[src/pool_cfg_pkg.sv]
`default_nettype none

// geometry and sizing shared by the RTL and the testbench
package pool_cfg_pkg;

    // feature-map pixel word
    localparam int PIX_W = 32;             // bits per pixel

    // default map geometry, both dimensions must be even
    localparam int DEF_FM_W = 6;           // pixels per row
    localparam int DEF_FM_H = 6;           // rows per frame

    // window buffer between former and averager
    localparam int DEF_FIFO_DEPTH = 4;     // windows held in the FIFO memory

endpackage

`default_nettype wire

[src/pool_types_pkg.sv]
`default_nettype none

// data types carried on the pooling streams
package pool_types_pkg;

    // one signed feature-map pixel
    typedef logic signed [pool_cfg_pkg::PIX_W-1:0] pixel_t;

    // four pixels summed, two guard bits so the sum never overflows
    localparam int ACC_W = pool_cfg_pkg::PIX_W + 2;
    typedef logic signed [ACC_W-1:0] acc_t;

    // FIFO entry is {last, p00, p01, p10, p11}
    localparam int WIN_PAYLOAD_W = 4 * pool_cfg_pkg::PIX_W + 1;

endpackage

`default_nettype wire

[src/avg_pool_unit.sv]
`default_nettype none
`timescale 1ns/100ps

module avg_pool_unit (
    input  wire logic                    clk,
    input  wire logic                    rst,

    // window input from the FIFO
    input  wire logic                    win_valid,
    output logic                         win_ready,
    input  wire pool_types_pkg::pixel_t  p00,
    input  wire pool_types_pkg::pixel_t  p01,
    input  wire pool_types_pkg::pixel_t  p10,
    input  wire pool_types_pkg::pixel_t  p11,
    input  wire logic                    win_last,

    // pooled output stream
    output logic                         out_valid,
    input  wire logic                    out_ready,
    output pool_types_pkg::pixel_t       out_pixel,
    output logic                         out_last
);

    pool_types_pkg::acc_t   win_sum;
    pool_types_pkg::pixel_t win_avg;
    logic                   win_fire;

    assign win_ready = !out_valid || out_ready;    // output stage free or draining
    assign win_fire  = win_valid && win_ready;

    // all four terms sign extended before the add
    assign win_sum = pool_types_pkg::acc_t'(p00) + pool_types_pkg::acc_t'(p01)
                   + pool_types_pkg::acc_t'(p10) + pool_types_pkg::acc_t'(p11);

    // arithmetic shift floors toward minus infinity
    assign win_avg = pool_types_pkg::pixel_t'(win_sum >>> 2);

    // output stage control
    always_ff @(posedge clk) begin
        if (rst) begin
            out_valid <= 1'b0;
            out_last  <= 1'b0;
        end else if (win_fire) begin
            out_valid <= 1'b1;
            out_last  <= win_last;
        end else if (out_ready) begin
            out_valid <= 1'b0;
            out_last  <= 1'b0;
        end
    end

    // pooled value held until accepted
    always_ff @(posedge clk) begin
        if (win_fire) begin
            out_pixel <= win_avg;
        end
    end

endmodule

`default_nettype wire

[src/pool_layer.sv]
`default_nettype none
`timescale 1ns/100ps

module pool_layer #(
    parameter int FM_W       = pool_cfg_pkg::DEF_FM_W,
    parameter int FM_H       = pool_cfg_pkg::DEF_FM_H,
    parameter int FIFO_DEPTH = pool_cfg_pkg::DEF_FIFO_DEPTH
) (
    input  wire logic                    clk,
    input  wire logic                    rst,

    input  wire logic                    in_valid,
    output logic                         in_ready,
    input  wire pool_types_pkg::pixel_t  in_pixel,

    output logic                         out_valid,
    input  wire logic                    out_ready,
    output pool_types_pkg::pixel_t       out_pixel,
    output logic                         out_last
);

    // former to FIFO
    logic                   win_valid;
    logic                   win_ready;
    logic                   win_last;
    pool_types_pkg::pixel_t win_p00;
    pool_types_pkg::pixel_t win_p01;
    pool_types_pkg::pixel_t win_p10;
    pool_types_pkg::pixel_t win_p11;
    logic [pool_types_pkg::WIN_PAYLOAD_W-1:0] wdata;

    // FIFO to averager
    logic                   rd_valid;
    logic                   rd_ready;
    logic                   rd_last;
    pool_types_pkg::pixel_t rd_p00;
    pool_types_pkg::pixel_t rd_p01;
    pool_types_pkg::pixel_t rd_p10;
    pool_types_pkg::pixel_t rd_p11;
    logic [pool_types_pkg::WIN_PAYLOAD_W-1:0] rdata;

    assign wdata = {win_last, win_p00, win_p01, win_p10, win_p11};
    assign {rd_last, rd_p00, rd_p01, rd_p10, rd_p11} = rdata;

    window_former #(
        .FM_W (FM_W),
        .FM_H (FM_H)
    ) u_former (
        .clk       (clk),
        .rst       (rst),
        .in_valid  (in_valid),
        .in_ready  (in_ready),
        .in_pixel  (in_pixel),
        .win_valid (win_valid),
        .win_ready (win_ready),
        .win_p00   (win_p00),
        .win_p01   (win_p01),
        .win_p10   (win_p10),
        .win_p11   (win_p11),
        .win_last  (win_last)
    );

    window_fifo #(
        .WIDTH (pool_types_pkg::WIN_PAYLOAD_W),
        .DEPTH (FIFO_DEPTH)
    ) u_fifo (
        .clk      (clk),
        .rst      (rst),
        .wr_valid (win_valid),
        .wr_ready (win_ready),
        .wdata    (wdata),
        .rd_valid (rd_valid),
        .rd_ready (rd_ready),
        .rdata    (rdata)
    );

    avg_pool_unit u_avg (
        .clk       (clk),
        .rst       (rst),
        .win_valid (rd_valid),
        .win_ready (rd_ready),
        .p00       (rd_p00),
        .p01       (rd_p01),
        .p10       (rd_p10),
        .p11       (rd_p11),
        .win_last  (rd_last),
        .out_valid (out_valid),
        .out_ready (out_ready),
        .out_pixel (out_pixel),
        .out_last  (out_last)
    );

endmodule

`default_nettype wire

[src/window_fifo.sv]
`default_nettype none
`timescale 1ns/100ps

module window_fifo #(
    parameter int WIDTH = pool_types_pkg::WIN_PAYLOAD_W,
    parameter int DEPTH = pool_cfg_pkg::DEF_FIFO_DEPTH
) (
    input  wire logic             clk,
    input  wire logic             rst,

    input  wire logic             wr_valid,
    output logic                  wr_ready,
    input  wire logic [WIDTH-1:0] wdata,

    output logic                  rd_valid,
    input  wire logic             rd_ready,
    output logic      [WIDTH-1:0] rdata
);

    localparam int PTR_W = (DEPTH > 1) ? $clog2(DEPTH) : 1;
    localparam int CNT_W = $clog2(DEPTH + 1);

    logic [WIDTH-1:0] mem [DEPTH];
    logic [PTR_W-1:0] wr_ptr;
    logic [PTR_W-1:0] rd_ptr;
    logic [CNT_W-1:0] count;           // entries in mem, output register not counted
    logic             wr_fire;
    logic             out_load;        // output register free this cycle
    logic             pop;
    logic             bypass;          // write straight into the output register
    logic             push;

    assign wr_ready = (count != CNT_W'(DEPTH));
    assign wr_fire  = wr_valid && wr_ready;
    assign out_load = !rd_valid || rd_ready;
    assign pop      = out_load && (count != '0);
    assign bypass   = out_load && (count == '0) && wr_fire;
    assign push     = wr_fire && !bypass;

    always_ff @(posedge clk) begin
        if (rst) begin
            wr_ptr   <= '0;
            rd_ptr   <= '0;
            count    <= '0;
            rd_valid <= 1'b0;
        end else begin
            if (push) begin
                wr_ptr <= (wr_ptr == PTR_W'(DEPTH - 1)) ? '0 : wr_ptr + 1'b1;
            end
            if (pop) begin
                rd_ptr <= (rd_ptr == PTR_W'(DEPTH - 1)) ? '0 : rd_ptr + 1'b1;
            end
            count <= count + CNT_W'(push) - CNT_W'(pop);
            if (out_load) begin
                rd_valid <= pop || bypass;
            end
        end
    end

    // storage and registered read data
    always_ff @(posedge clk) begin
        if (push) begin
            mem[wr_ptr] <= wdata;
        end
        if (pop) begin
            rdata <= mem[rd_ptr];
        end else if (bypass) begin
            rdata <= wdata;            // empty FIFO, skip the memory
        end
    end

endmodule

`default_nettype wire

[src/window_former.sv]
`default_nettype none
`timescale 1ns/100ps

module window_former #(
    parameter int FM_W = pool_cfg_pkg::DEF_FM_W,
    parameter int FM_H = pool_cfg_pkg::DEF_FM_H
) (
    input  wire logic                    clk,
    input  wire logic                    rst,

    // row-major pixel stream
    input  wire logic                    in_valid,
    output logic                         in_ready,
    input  wire pool_types_pkg::pixel_t  in_pixel,

    // 2x2 window stream
    output logic                         win_valid,
    input  wire logic                    win_ready,
    output pool_types_pkg::pixel_t       win_p00,   // upper left
    output pool_types_pkg::pixel_t       win_p01,   // upper right
    output pool_types_pkg::pixel_t       win_p10,   // lower left
    output pool_types_pkg::pixel_t       win_p11,   // lower right
    output logic                         win_last
);

    localparam int COL_W = (FM_W > 1) ? $clog2(FM_W) : 1;
    localparam int ROW_W = (FM_H > 1) ? $clog2(FM_H) : 1;

    logic [COL_W-1:0] col_q;                       // column of the next pixel
    logic [ROW_W-1:0] row_q;                       // row of the next pixel
    logic [COL_W-1:0] col_prev;
    logic             col_last;
    logic             row_last;
    logic             in_fire;
    logic             win_load;

    pool_types_pkg::pixel_t line_buf [FM_W];       // upper row of the window pair
    pool_types_pkg::pixel_t hold_pix;              // left pixel of the lower row

    // window register may be refilled once it is empty or being taken
    assign in_ready = !win_valid || win_ready;
    assign in_fire  = in_valid && in_ready;

    assign col_last = (col_q == COL_W'(FM_W - 1));
    assign row_last = (row_q == ROW_W'(FM_H - 1));
    assign col_prev = col_q - 1'b1;                // col_q is odd when used

    // odd row and odd column closes a window
    assign win_load = in_fire && row_q[0] && col_q[0];

    // position counters, wrap at end of frame
    always_ff @(posedge clk) begin
        if (rst) begin
            col_q <= '0;
            row_q <= '0;
        end else if (in_fire) begin
            if (col_last) begin
                col_q <= '0;
                row_q <= row_last ? '0 : row_q + 1'b1;
            end else begin
                col_q <= col_q + 1'b1;
            end
        end
    end

    // even rows fill the line buffer, odd rows park the left pixel
    always_ff @(posedge clk) begin
        if (in_fire) begin
            if (!row_q[0]) begin
                line_buf[col_q] <= in_pixel;
            end else if (!col_q[0]) begin
                hold_pix <= in_pixel;
            end
        end
    end

    // window valid flag
    always_ff @(posedge clk) begin
        if (rst) begin
            win_valid <= 1'b0;
        end else if (win_load) begin
            win_valid <= 1'b1;
        end else if (win_ready) begin
            win_valid <= 1'b0;                     // current window taken
        end
    end

    // window payload
    always_ff @(posedge clk) begin
        if (win_load) begin
            win_p00  <= line_buf[col_prev];
            win_p01  <= line_buf[col_q];
            win_p10  <= hold_pix;
            win_p11  <= in_pixel;
            win_last <= row_last && col_last;      // final pixel of the frame
        end
    end

endmodule

`default_nettype wire
[config.mk]
export PLATFORM = sky130hd
export DESIGN_NAME = pool_layer
export DESIGN_NICKNAME = d
export VERILOG_FILES = /design/src/pool_cfg_pkg.sv /design/src/pool_types_pkg.sv /design/src/avg_pool_unit.sv /design/src/pool_layer.sv /design/src/window_fifo.sv /design/src/window_former.sv
export SDC_FILE = /design/constraint.sdc
export NUM_CORES = 1
export LEC_CHECK = 0
export BUFFER_PORTS_ARGS = -buffer_cell sky130_fd_sc_hd__buf_2
export CAP_MARGIN = 20
export CORE_MARGIN = 5
export CORE_UTILIZATION = 57
export DETAILED_ROUTE_END_ITERATION = 10
export MAX_ROUTING_LAYER = met4
export PLACE_DENSITY = 0.86
export REMOVE_ABC_BUFFERS = 1
export SYNTH_ARGS = -nofsm -noshare
export SYNTH_HDL_FRONTEND = slang
export SYNTH_SLANG_ARGS = --single-unit
[constraint.sdc]
create_clock -name clk -period 9.3 [get_ports clk]
set_input_delay 1.86 -clock clk [delete_from_list [all_inputs] [get_ports clk]]
set_output_delay 1.86 -clock clk [all_outputs]
set_load 0.02 [all_outputs]
==> results of run 1 <==
## critical path, delay by kind of cell
| family | cells | cell delay, ns |
|---|---|---|
| AO/OA/AOI/OAI | 1 | 0.18 |
| buffers and inverters | 3 | 1.58 |
| AND/OR/NAND/NOR | 4 | 1.50 |
## Yosys cell counts (2+ instances only)
cell type / instances / area, µm²
a21oi_1: 35 / 175.2
nand3_1: 10 / 50.05
nor3_1: 11 / 55.05
fa_1: 66 / 1321
mux4_2: 193 / 4347
nor4_1: 3 / 18.77
a311oi_2: 2 / 30.03
ha_1: 42 / 525.5
o21ai_0: 77 / 385.4
and3_1: 10 / 62.56
a21o_1: 16 / 120.1
xnor2_1: 20 / 175.2
a211oi_1: 3 / 22.52
a31oi_1: 4 / 25.02
nand2_1: 86 / 322.8
clkbuf_1: 63 / 236.5
a2111o_1: 2 / 22.52
o211ai_1: 3 / 22.52
a32oi_1: 2 / 17.52
o21a_1: 4 / 30.03
o31ai_1: 5 / 37.54
inv_1: 186 / 698.2
nand4_1: 4 / 25.02
dfxtp_1: 19 / 380.4
edfxtp_1: 1030 / 30930
xor2_1: 15 / 131.4
and2_1: 9 / 56.30
mux2i_1: 70 / 700.7
buf_1: 26 / 97.59
mux2_2: 129 / 1453
nor2b_1: 6 / 37.54
nor2_1: 35 / 131.4
## routing by layer
layer  up-vias  wire length [µm]  track usage [%]
li1       8800                 -                -
met1     11142             35140            32.33
met2      1494             48740            39.02
met3       256             10050            4.551
met4         0              3632            9.129
met5         -                 0                -
## layout by cell type (no fill, tap or decap), types with 14 or more instances in the layout
master / Yosys / layout
edfxtp_1: 1030 / 1030
mux4_2: 193 / 193
inv_1: 186 / 184
mux2_2: 129 / 129
clkbuf_16: 0 / 95
nand2_1: 86 / 86
o21ai_0: 77 / 77
mux2i_1: 70 / 70
buf_2: 1 / 70
fa_1: 66 / 66
ha_1: 42 / 42
nor2_1: 35 / 34
a21oi_1: 35 / 34
buf_4: 0 / 23
clkinv_1: 0 / 20
xnor2_1: 20 / 19
clkinv_2: 0 / 19
a21o_1: 16 / 16
xor2_1: 15 / 15
dfxtp_1: 19 / 15
clkbuf_1: 63 / 14
## stage by stage
step	utilization, %	hold slack, ns	std cells
after global routing	63.83	0.4222	3366
final	63.84	0.4052	3367
after detailed placement	59.60	0.4045	3180
after global placement	59.54	0.4009	3178
after CTS	63.77	0.4162	3358
after floorplan	-	0.4003	2114
## worst max path at each step
| stage | from | end | cells after the start |
|---|---|---|---|
| after global routing | out_ready | u_fifo.mem[3][18] | 8 |
| after CTS | out_ready | u_fifo.mem[3][63] | 8 |
| after detailed placement | out_ready | u_fifo.mem[3][30] | 8 |
| after global placement | out_ready | u_fifo.mem[3][126] | 8 |
| final | out_ready | u_fifo.mem[3][63] | 8 |
| after floorplan | out_ready | u_fifo.rdata[0] | 2 |
## state kept, by name, summed over array words and instances, names as in the netlist, 2 cells and up, named ones only
signal,flops
u_fifo.mem,516
u_former.line_buf,192
u_fifo.rdata,129
u_avg.out_pixel,32
u_former.hold_pix,32
u_former.win_p00,32
u_former.win_p01,32
u_former.win_p10,32
u_former.win_p11,32
u_fifo.count,3
u_former.col_q,3
u_former.row_q,3
u_fifo.rd_ptr,2
u_fifo.wr_ptr,2
## layout make-up
| class | instances | share of cell area [%] |
|---|---|---|
| flip-flops and latches | 1049 | 65.91 |
| multi-input cells | 879 | 22.14 |
| repair buffers | 98 | 1.343 |
| well taps | 969 | 2.551 |
| clock buffers | 112 | 5.200 |
| inverters | 186 | 1.480 |
| diodes | 8 | 0.04213 |
| clock inverters | 66 | 1.335 |
## logic make-up (layout without fill, tap and decap cells)
kind of cell	Yosys count	in the layout
AOI/OAI and AO/OA	166	166
xor gates and xnor gates	35	35
adders and majority gates	108	108
buffers and inverters	277	462
DFF	1049	1049
muxes	392	392
other	0	8
and+or+nand+nor	178	178
==> impl_metrics.env, run 1 <==
export IMPL_fmax_mhz=202.0
export IMPL_ioPinCount=71
export IMPL_status="finished clean"
export IMPL_postCtsHoldBufs=0
export IMPL_drt_wl_total_um=97550
export IMPL_port_buffers=70
export IMPL_grt_max_degree=133
export IMPL_maxCapViolations=0
export IMPL_num_fill_cells=4376
export IMPL_dr_pass1_iters=6
export IMPL_r2r_start="u_fifo.rdata[1]"
export IMPL_stdcell_area_um2=47520
export IMPL_synth_cell_types=51
export IMPL_hold_viol_final=0
export IMPL_start_util_pct=57.52
export IMPL_avgSynthCellArea_um2=19.42
export IMPL_finalSetupViolations=0
export IMPL_drtIter0Drc=2986
export IMPL_cp_cell_sequence="buf_2 -> nor2b_1 -> nand2_1 -> o21ai_0 -> and2_1 -> and2_4 -> buf_4 -> buf_4"
export IMPL_r2r_setup_slack_ns=4.59
export IMPL_synth_cells=2205
export IMPL_clkTransAtPathRegs_ns=0.07
export IMPL_ant_nets=0
export IMPL_vias=21692
export IMPL_worst_pin_slew_ns=1.130
export IMPL_synth_simple_area_share_pct=1.850
export IMPL_grt_util_all_layers_pct=24.52
export IMPL_holdCritStartpoint="u_former.hold_pix[4]"
export IMPL_yosysWarnings=0
export IMPL_h_tree_depth=3
export IMPL_async_reset_ff_share_pct=0
export IMPL_cp_common_cell="buf_4"
export IMPL_cp_arrival_ns=5.22
export IMPL_relSlewSlack_pct=24.70
export IMPL_die_w_um=284.1
export IMPL_cpPeakStageDelay_ns=0.81
export IMPL_syn_area_um2=42820
export IMPL_timing_rr_end="u_avg.out_pixel[31]"
export IMPL_wl_per_cell_um=28.97
export IMPL_seq_area_um2=31320
export IMPL_synth_top_family_by_area="multiplexers"
export IMPL_maxSlewViolCount=0
export IMPL_dpl_instance_area_um2=44370
export IMPL_cp_slowest_cell="buf_4"
export IMPL_hold_depth=0
export IMPL_rsz0062_at_grt="no"
export IMPL_synthAdderAreaFrac_pct=4.313
export IMPL_multi_input_comb_area_um2=10520
export IMPL_vias_per_cell=6.443
export IMPL_synth_flop_cell="edfxtp_1"
export IMPL_worst_path_max_fanout=56
export IMPL_pre_cts_ws_ns=3.689
export IMPL_gp_congestion=0.8511
export IMPL_cp_end_kind="register"
export IMPL_path_class="input port to register"
export IMPL_dpl_hpwl_um=51220
export IMPL_syn2layout_area_growth_pct=10.99
export IMPL_hold_class="register to register"
export IMPL_cts_sinks=1049
export IMPL_cts_root_buf="clkbuf_16"
export IMPL_fin_nets=2453
export IMPL_required_ns=9.57
export IMPL_clock_latency_ns=0.67
export IMPL_cts_max_path_buffers=3
export IMPL_antenna_found_initial=9
export IMPL_final_setup_tns_ns=0
export IMPL_row_count=100
export IMPL_synth_compound_area_share_pct=2.370
export IMPL_whs_endpoint="u_former.win_p10[4]"
export IMPL_synthMuxAreaShare_pct=15.18
export IMPL_overflow=0
export IMPL_cts_resized=0
export IMPL_final_layout_size_suffix_gt1_share_pct=24.85
export IMPL_fin_ws_ns=4.349
export IMPL_dieArea_um2=80700
export IMPL_synth_xor_area_share_pct=0.7159
export IMPL_period_needed_ns=4.951
export IMPL_postCtsSetupBuffers=0
export IMPL_start_kind="input port"
export IMPL_numCtsBuffers=95
export IMPL_grt_pass1_vias=22882
export IMPL_synth_seq_cells=1049
export IMPL_grt_pass1_wl_um=145500
export IMPL_synth_seq_area_share_pct=73.12
export IMPL_final_setup_skew_ns=0.03244
export IMPL_cts_tree="built"
export IMPL_synth_edff_count=1030
export IMPL_reg2reg_depth=14
export IMPL_core_um2=74450
export IMPL_die_h_um=284.1
export IMPL_finalCritPeriodShare_pct=53.23
export IMPL_drc_errors=0
Power of run 1 is left out: the tool's default activity adds up to more than one toggle a clock period on the data nets, which glitch-free logic cannot reach.
==> inputs of run 2 (changes only) <==
==> constraint.sdc (replaced) <==
create_clock -name clk -period 4.5 [get_ports clk]
set_input_delay 0.9 -clock clk [delete_from_list [all_inputs] [get_ports clk]]
set_output_delay 0.9 -clock clk [all_outputs]
set_load 0.02 [all_outputs]
==> run 2 against run 1 <==
  * First-iteration DRC count down 20%
  * Via count down 1.9%
  * Cell area up 0.61%
  * Critical endpoint is now u_avg.out_pixel[25]
  * Largest cell class unchanged
==> impl_metrics.env, run 2 (synthesis results as in run 1) <==
export IMPL_cts_sinks=1049
export IMPL_finalCritPeriodShare_pct=95.01
export IMPL_dieArea_um2=80700
export IMPL_start_util_pct=57.52
export IMPL_vias_per_cell=6.296
export IMPL_fin_ws_ns=0.2246
export IMPL_h_tree_depth=3
export IMPL_num_fill_cells=4468
export IMPL_period_needed_ns=4.275
export IMPL_final_setup_tns_ns=0
export IMPL_maxCapViolations=0
export IMPL_grt_max_degree=89
export IMPL_pre_cts_ws_ns=0.02852
export IMPL_dpl_hpwl_um=51220
export IMPL_overflow=0
export IMPL_worst_pin_slew_ns=1.151
export IMPL_gp_congestion=0.8730
export IMPL_largest_register="u_fifo.mem"
export IMPL_cts_resized=1
export IMPL_path_class="register to register"
export IMPL_grt_pass1_vias=22650
export IMPL_fin_nets=2475
export IMPL_row_count=100
export IMPL_status="finished clean"
export IMPL_cp_end_kind="register"
export IMPL_postCtsHoldBufs=0
export IMPL_drtIter0Drc=2398
export IMPL_drt_wl_total_um=91120
export IMPL_top_regs="u_fifo.mem: 516 flops, u_former.line_buf: 192 flops, u_fifo.rdata: 129 flops"
export IMPL_die_w_um=284.1
export IMPL_vias=21274
export IMPL_grt_util_all_layers_pct=23.49
export IMPL_port_buffers=70
export IMPL_hold_class="register to register"
export IMPL_die_h_um=284.1
export IMPL_numCtsBuffers=96
export IMPL_start_kind="register"
export IMPL_worst_path_max_fanout=4
export IMPL_syn2layout_area_growth_pct=11.67
export IMPL_core_um2=74450
export IMPL_maxSlewViolCount=0
export IMPL_final_layout_size_suffix_gt1_share_pct=25.19
export IMPL_drc_errors=0
export IMPL_cp_arrival_ns=4.65
export IMPL_finalSetupViolations=0
export IMPL_final_common_cell="edfxtp_1"
export IMPL_cts_root_buf="clkbuf_16"
export IMPL_ioPinCount=71
export IMPL_cts_max_path_buffers=3
export IMPL_clock_latency_ns=0.66
export IMPL_required_ns=4.87
export IMPL_hold_viol_final=0
export IMPL_cts_tree="built"
export IMPL_dr_pass1_iters=5
export IMPL_postCtsSetupBuffers=0
export IMPL_final_cell_mix="edfxtp_1 (1030), mux4_2 (193), inv_1 (184)"
export IMPL_antenna_found_initial=5
export IMPL_clkTransAtPathRegs_ns=0.06
export IMPL_largest_register_ffs=516
export IMPL_fmax_mhz=233.9
export IMPL_final_setup_skew_ns=0.03046
export IMPL_grt_pass1_wl_um=139500
export IMPL_rsz0062_at_grt="no"
export IMPL_ant_nets=0
export IMPL_relSlewSlack_pct=23.28
export IMPL_wl_per_cell_um=26.97
==> run 2: cell count changes in the layout (fill, tap and decap cells not counted), sizes merged <==
cell,change
buf,+21
bufinv,-3
clkbuf,+6
clkinv,+1
clkinvlp,-4
diode,-4
inv,-5
==> run 2: per-stage QoR <==
stage / instances / hold slack [ns] / instance area, µm² / utilization [%]
global placement: 3202 / 0.4008 / 44770 / 60.13
global route: 3379 / 0.4278 / 47810 / 64.23
detailed placement: 3202 / 0.4045 / 44770 / 60.13
CTS: 3375 / 0.4163 / 47790 / 64.19
finish: 3379 / 0.4116 / 47810 / 64.23
floorplan: 2114 / 0.4003 / 42470 / -
==> run 2: worst paths after layout <==
kind | slack (ns) | depth (start not counted) | startpoint | endpoint
setup / recovery | 0.22 | 14 | u_fifo.rdata[1] | u_avg.out_pixel[25]
setup reg to reg | 0.22 | 14 | u_fifo.rdata[1] | u_avg.out_pixel[25]
hold reg to reg | 0.41 | 0 | u_former.hold_pix[14] | u_former.win_p10[14]
hold / removal | 0.41 | 0 | u_former.hold_pix[14] | u_former.win_p10[14]
==> run 2: layout make-up <==
cell class,count,area [µm²],area share [%]
multi-input cells,879,10540,22.05
inverters,186,703.2,1.471
well taps,969,1212,2.536
clock buffers,118,2549,5.330
repair buffers,119,1006,2.104
clock inverters,55,466.7,0.9761
flip-flops and latches,1049,31320,65.51
diodes,4,10.01,0.02093
==> run 2: metal layers <==
layer	wire length, µm	up-vias	global-route usage (%)
met4	3364	0	8.970
li1	-	8843	-
met5	0	-	-
met3	7249	218	3.750
met1	33120	11038	29.50
met2	47390	1175	39.26
==> run 2: worst max-delay path, stage by stage (launching register included) <==
cell      delay, ns
edfxtp_1       0.32
inv_1          0.07
fa_1           0.56
inv_1          0.05
fa_1           0.43
and3b_2        0.26
fa_1           0.50
a211o_2        0.41
a31oi_4        0.23
a211o_1        0.16
nand2_1        0.21
a32oi_2        0.35
nor2_1         0.12
a31oi_1        0.21
xnor2_1        0.12
Power of run 2 is left out for the same reason.
==> inputs of run 3 (changes only) <==
--- a/config.mk
+++ b/config.mk
@@ -13,6 +13,7 @@
 export MAX_ROUTING_LAYER = met4
 export PLACE_DENSITY = 0.86
 export REMOVE_ABC_BUFFERS = 1
+export SETUP_SLACK_MARGIN = 0.5
 export SYNTH_ARGS = -nofsm -noshare
 export SYNTH_HDL_FRONTEND = slang
 export SYNTH_SLANG_ARGS = --single-unit
==> run 3 against run 2 <==
  * Cell area grew 0.48%
  * Via count rose by 1.8%
  * First-iteration DRC count increased by 17%
  * Hold slack got worse by 0.0013 ns
  * Global-route usage increased by 0.079 points
  * Critical path depth is the same
  * Sequential share of layout area shrank 0.31 points
  * Non-clock buffer count up 11
  * Routed wire length grew 3.7%
  * Clock-buffer cell count unchanged
  * Fmax up 4.0%
  * Utilization rose by 0.31 points
  * Highest routed layer unchanged
==> impl_metrics.env, run 3 (synthesis results as in run 1) <==
export IMPL_drtIter0Drc=2801
export IMPL_drt_wl_total_um=94460
export IMPL_num_fill_cells=4431
export IMPL_finalCritPeriodShare_pct=91.33
export IMPL_routed_top_layer="met4"
export IMPL_cp_slowest_cell="fa_1"
export IMPL_grt_util_all_layers_pct=23.57
export IMPL_hold_class="register to register"
export IMPL_vias_per_cell=6.388
export IMPL_dieArea_um2=80700
export IMPL_dr_pass1_iters=6
export IMPL_dpl_instance_area_um2=44770
export IMPL_finalSetupViolations=0
export IMPL_hold_depth=0
export IMPL_timing_rr_end="u_avg.out_pixel[30]"
export IMPL_r2r_setup_slack_ns=0.39
export IMPL_ant_nets=0
export IMPL_maxCapViolations=0
export IMPL_critical_path_startpoint="u_fifo.rdata[71]"
export IMPL_final_common_cell="edfxtp_1"
export IMPL_vias=21663
export IMPL_critPathBufInv=3
export IMPL_numCtsBuffers=96
export IMPL_cp_cell_sequence="inv_1 -> fa_1 -> fa_1 -> inv_1 -> ha_4 -> a21o_1 -> nor3_1 -> nor3_2 -> a22oi_2 -> buf_4 -> a311oi_4 -> a21bo_1 -> a41oi_2 -> xnor2_1"
export IMPL_dp_cells=3202
export IMPL_cts_tree="built"
export IMPL_cts_sinks=1049
export IMPL_cts_root_buf="clkbuf_16"
export IMPL_final_setup_skew_ns=0.03218
export IMPL_seq_area_um2=31320
export IMPL_required_ns=4.89
export IMPL_antenna_found_initial=4
export IMPL_largest_register_ffs=516
export IMPL_hold_viol_final=0
export IMPL_met3_length_um=8104
export IMPL_h_tree_depth=3
export IMPL_worst_path_max_fanout=6
export IMPL_stdcell_area_um2=48040
export IMPL_rsz0062_at_grt="yes"
export IMPL_met1_length_um=33510
export IMPL_holdCritStartpoint="u_former.hold_pix[14]"
export IMPL_gp_congestion=0.8730
export IMPL_cpPeakStageDelay_ns=0.54
export IMPL_r2r_start="u_fifo.rdata[71]"
export IMPL_drc_errors=0
export IMPL_grt_pass1_vias=22737
export IMPL_ioPinCount=71
export IMPL_dpl_hpwl_um=51220
export IMPL_top_regs="u_fifo.mem: 516 flops, u_former.line_buf: 192 flops, u_fifo.rdata: 129 flops"
export IMPL_row_count=100
export IMPL_port_buffers=70
export IMPL_relSlewSlack_pct=24.65
export IMPL_maxSlewViolCount=0
export IMPL_cts_max_path_buffers=3
export IMPL_wl_met2_um=49070
export IMPL_stdcell_count=3391
export IMPL_critical_path_top_delay_family="adder cells"
export IMPL_largest_register="u_fifo.mem"
export IMPL_grt_pass1_wl_um=139700
export IMPL_multi_input_comb_area_um2=10690
export IMPL_start_kind="register"
export IMPL_clock_latency_ns=0.66
export IMPL_die_w_um=284.1
export IMPL_fmax_mhz=243.3
export IMPL_final_setup_tns_ns=0
export IMPL_cp_arrival_ns=4.50
export IMPL_period_needed_ns=4.110
export IMPL_core_um2=74450
export IMPL_final_layout_size_suffix_gt1_share_pct=26.35
export IMPL_die_h_um=284.1
export IMPL_overflow=0
export IMPL_reg2reg_depth=14
export IMPL_fin_nets=2486
export IMPL_final_cell_mix="edfxtp_1 (1030), mux4_2 (193), inv_1 (182)"
export IMPL_worst_pin_slew_ns=1.130
export IMPL_start_util_pct=57.52
export IMPL_status="finished clean"
export IMPL_syn2layout_area_growth_pct=12.20
export IMPL_whs_endpoint="u_former.win_p10[14]"
export IMPL_path_class="register to register"
export IMPL_grt_max_degree=89
export IMPL_clkTransAtPathRegs_ns=0.06
export IMPL_cp_end_kind="register"
export IMPL_final_core_util_pct=64.53
export IMPL_wl_per_cell_um=27.85
[run 3: changes by cell type in the layout (fill, tap and decap cells not counted), moves of 3 or more]
cell	delta
buf_4	+11
ha_1	-7
ha_2	+4
ha_4	+3
[run 3: repair_timing]
action	CTS	global route
pin swaps	6	17
hold buffers	0	0
gates resized for setup	8	26
buffers inserted	4	7
endpoints found under the setup margin	12	11
[run 3: how the worst max path moves through the flow]
stage / depth (start not counted) / slack (ns) / end
5_1_grt: 14 / 0.33 / u_avg.out_pixel[30]
3_5_place_dp: 14 / 0.03 / u_avg.out_pixel[25]
6_report: 14 / 0.39 / u_avg.out_pixel[30]
4_1_cts: 14 / 0.51 / u_avg.out_pixel[30]
3_3_place_gp: 14 / 0.16 / u_avg.out_pixel[31]
2_1_floorplan: 2 / -4.32 / u_former.line_buf[1][0]
[run 3: layout make-up]
type | instances | area share [%]
Clock buffer | 118 | 5.305
Antenna cell | 5 | 0.02604
Inverter | 186 | 1.464
Tap cell | 969 | 2.524
Multi-Input combinational cell | 879 | 22.24
Sequential cell | 1049 | 65.20
Timing Repair Buffer | 130 | 2.266
Clock inverter | 55 | 0.9715
[run 3: through the flow]
step / worst slack (ns) / hold WS, ns
floorplan: -4.319 / 0.4003
global placement: 0.1647 / 0.4008
detailed placement: 0.02852 / 0.4045
CTS: 0.5064 / 0.4163
global route: 0.3307 / 0.4278
finish: 0.3901 / 0.4104
[run 3: worst reg2reg max path, stage by stage, from the launching register on]
cell      delay [ns]
edfxtp_1        0.38
inv_1           0.10
fa_1            0.46
fa_1            0.54
inv_1           0.08
ha_4            0.30
a21o_1          0.24
nor3_1          0.14
nor3_2          0.40
a22oi_2         0.11
buf_4           0.19
a311oi_4        0.37
a21bo_1         0.22
a41oi_2         0.15
xnor2_1         0.17
[run 3: metal layers]
layer,vias to the layer above,global-route usage [%]
li1,8865,-
met1,11131,29.40
met2,1411,39.05
met3,256,4.087
met4,0,9.606
met5,-,-
Power of run 3 is left out for the same reason.
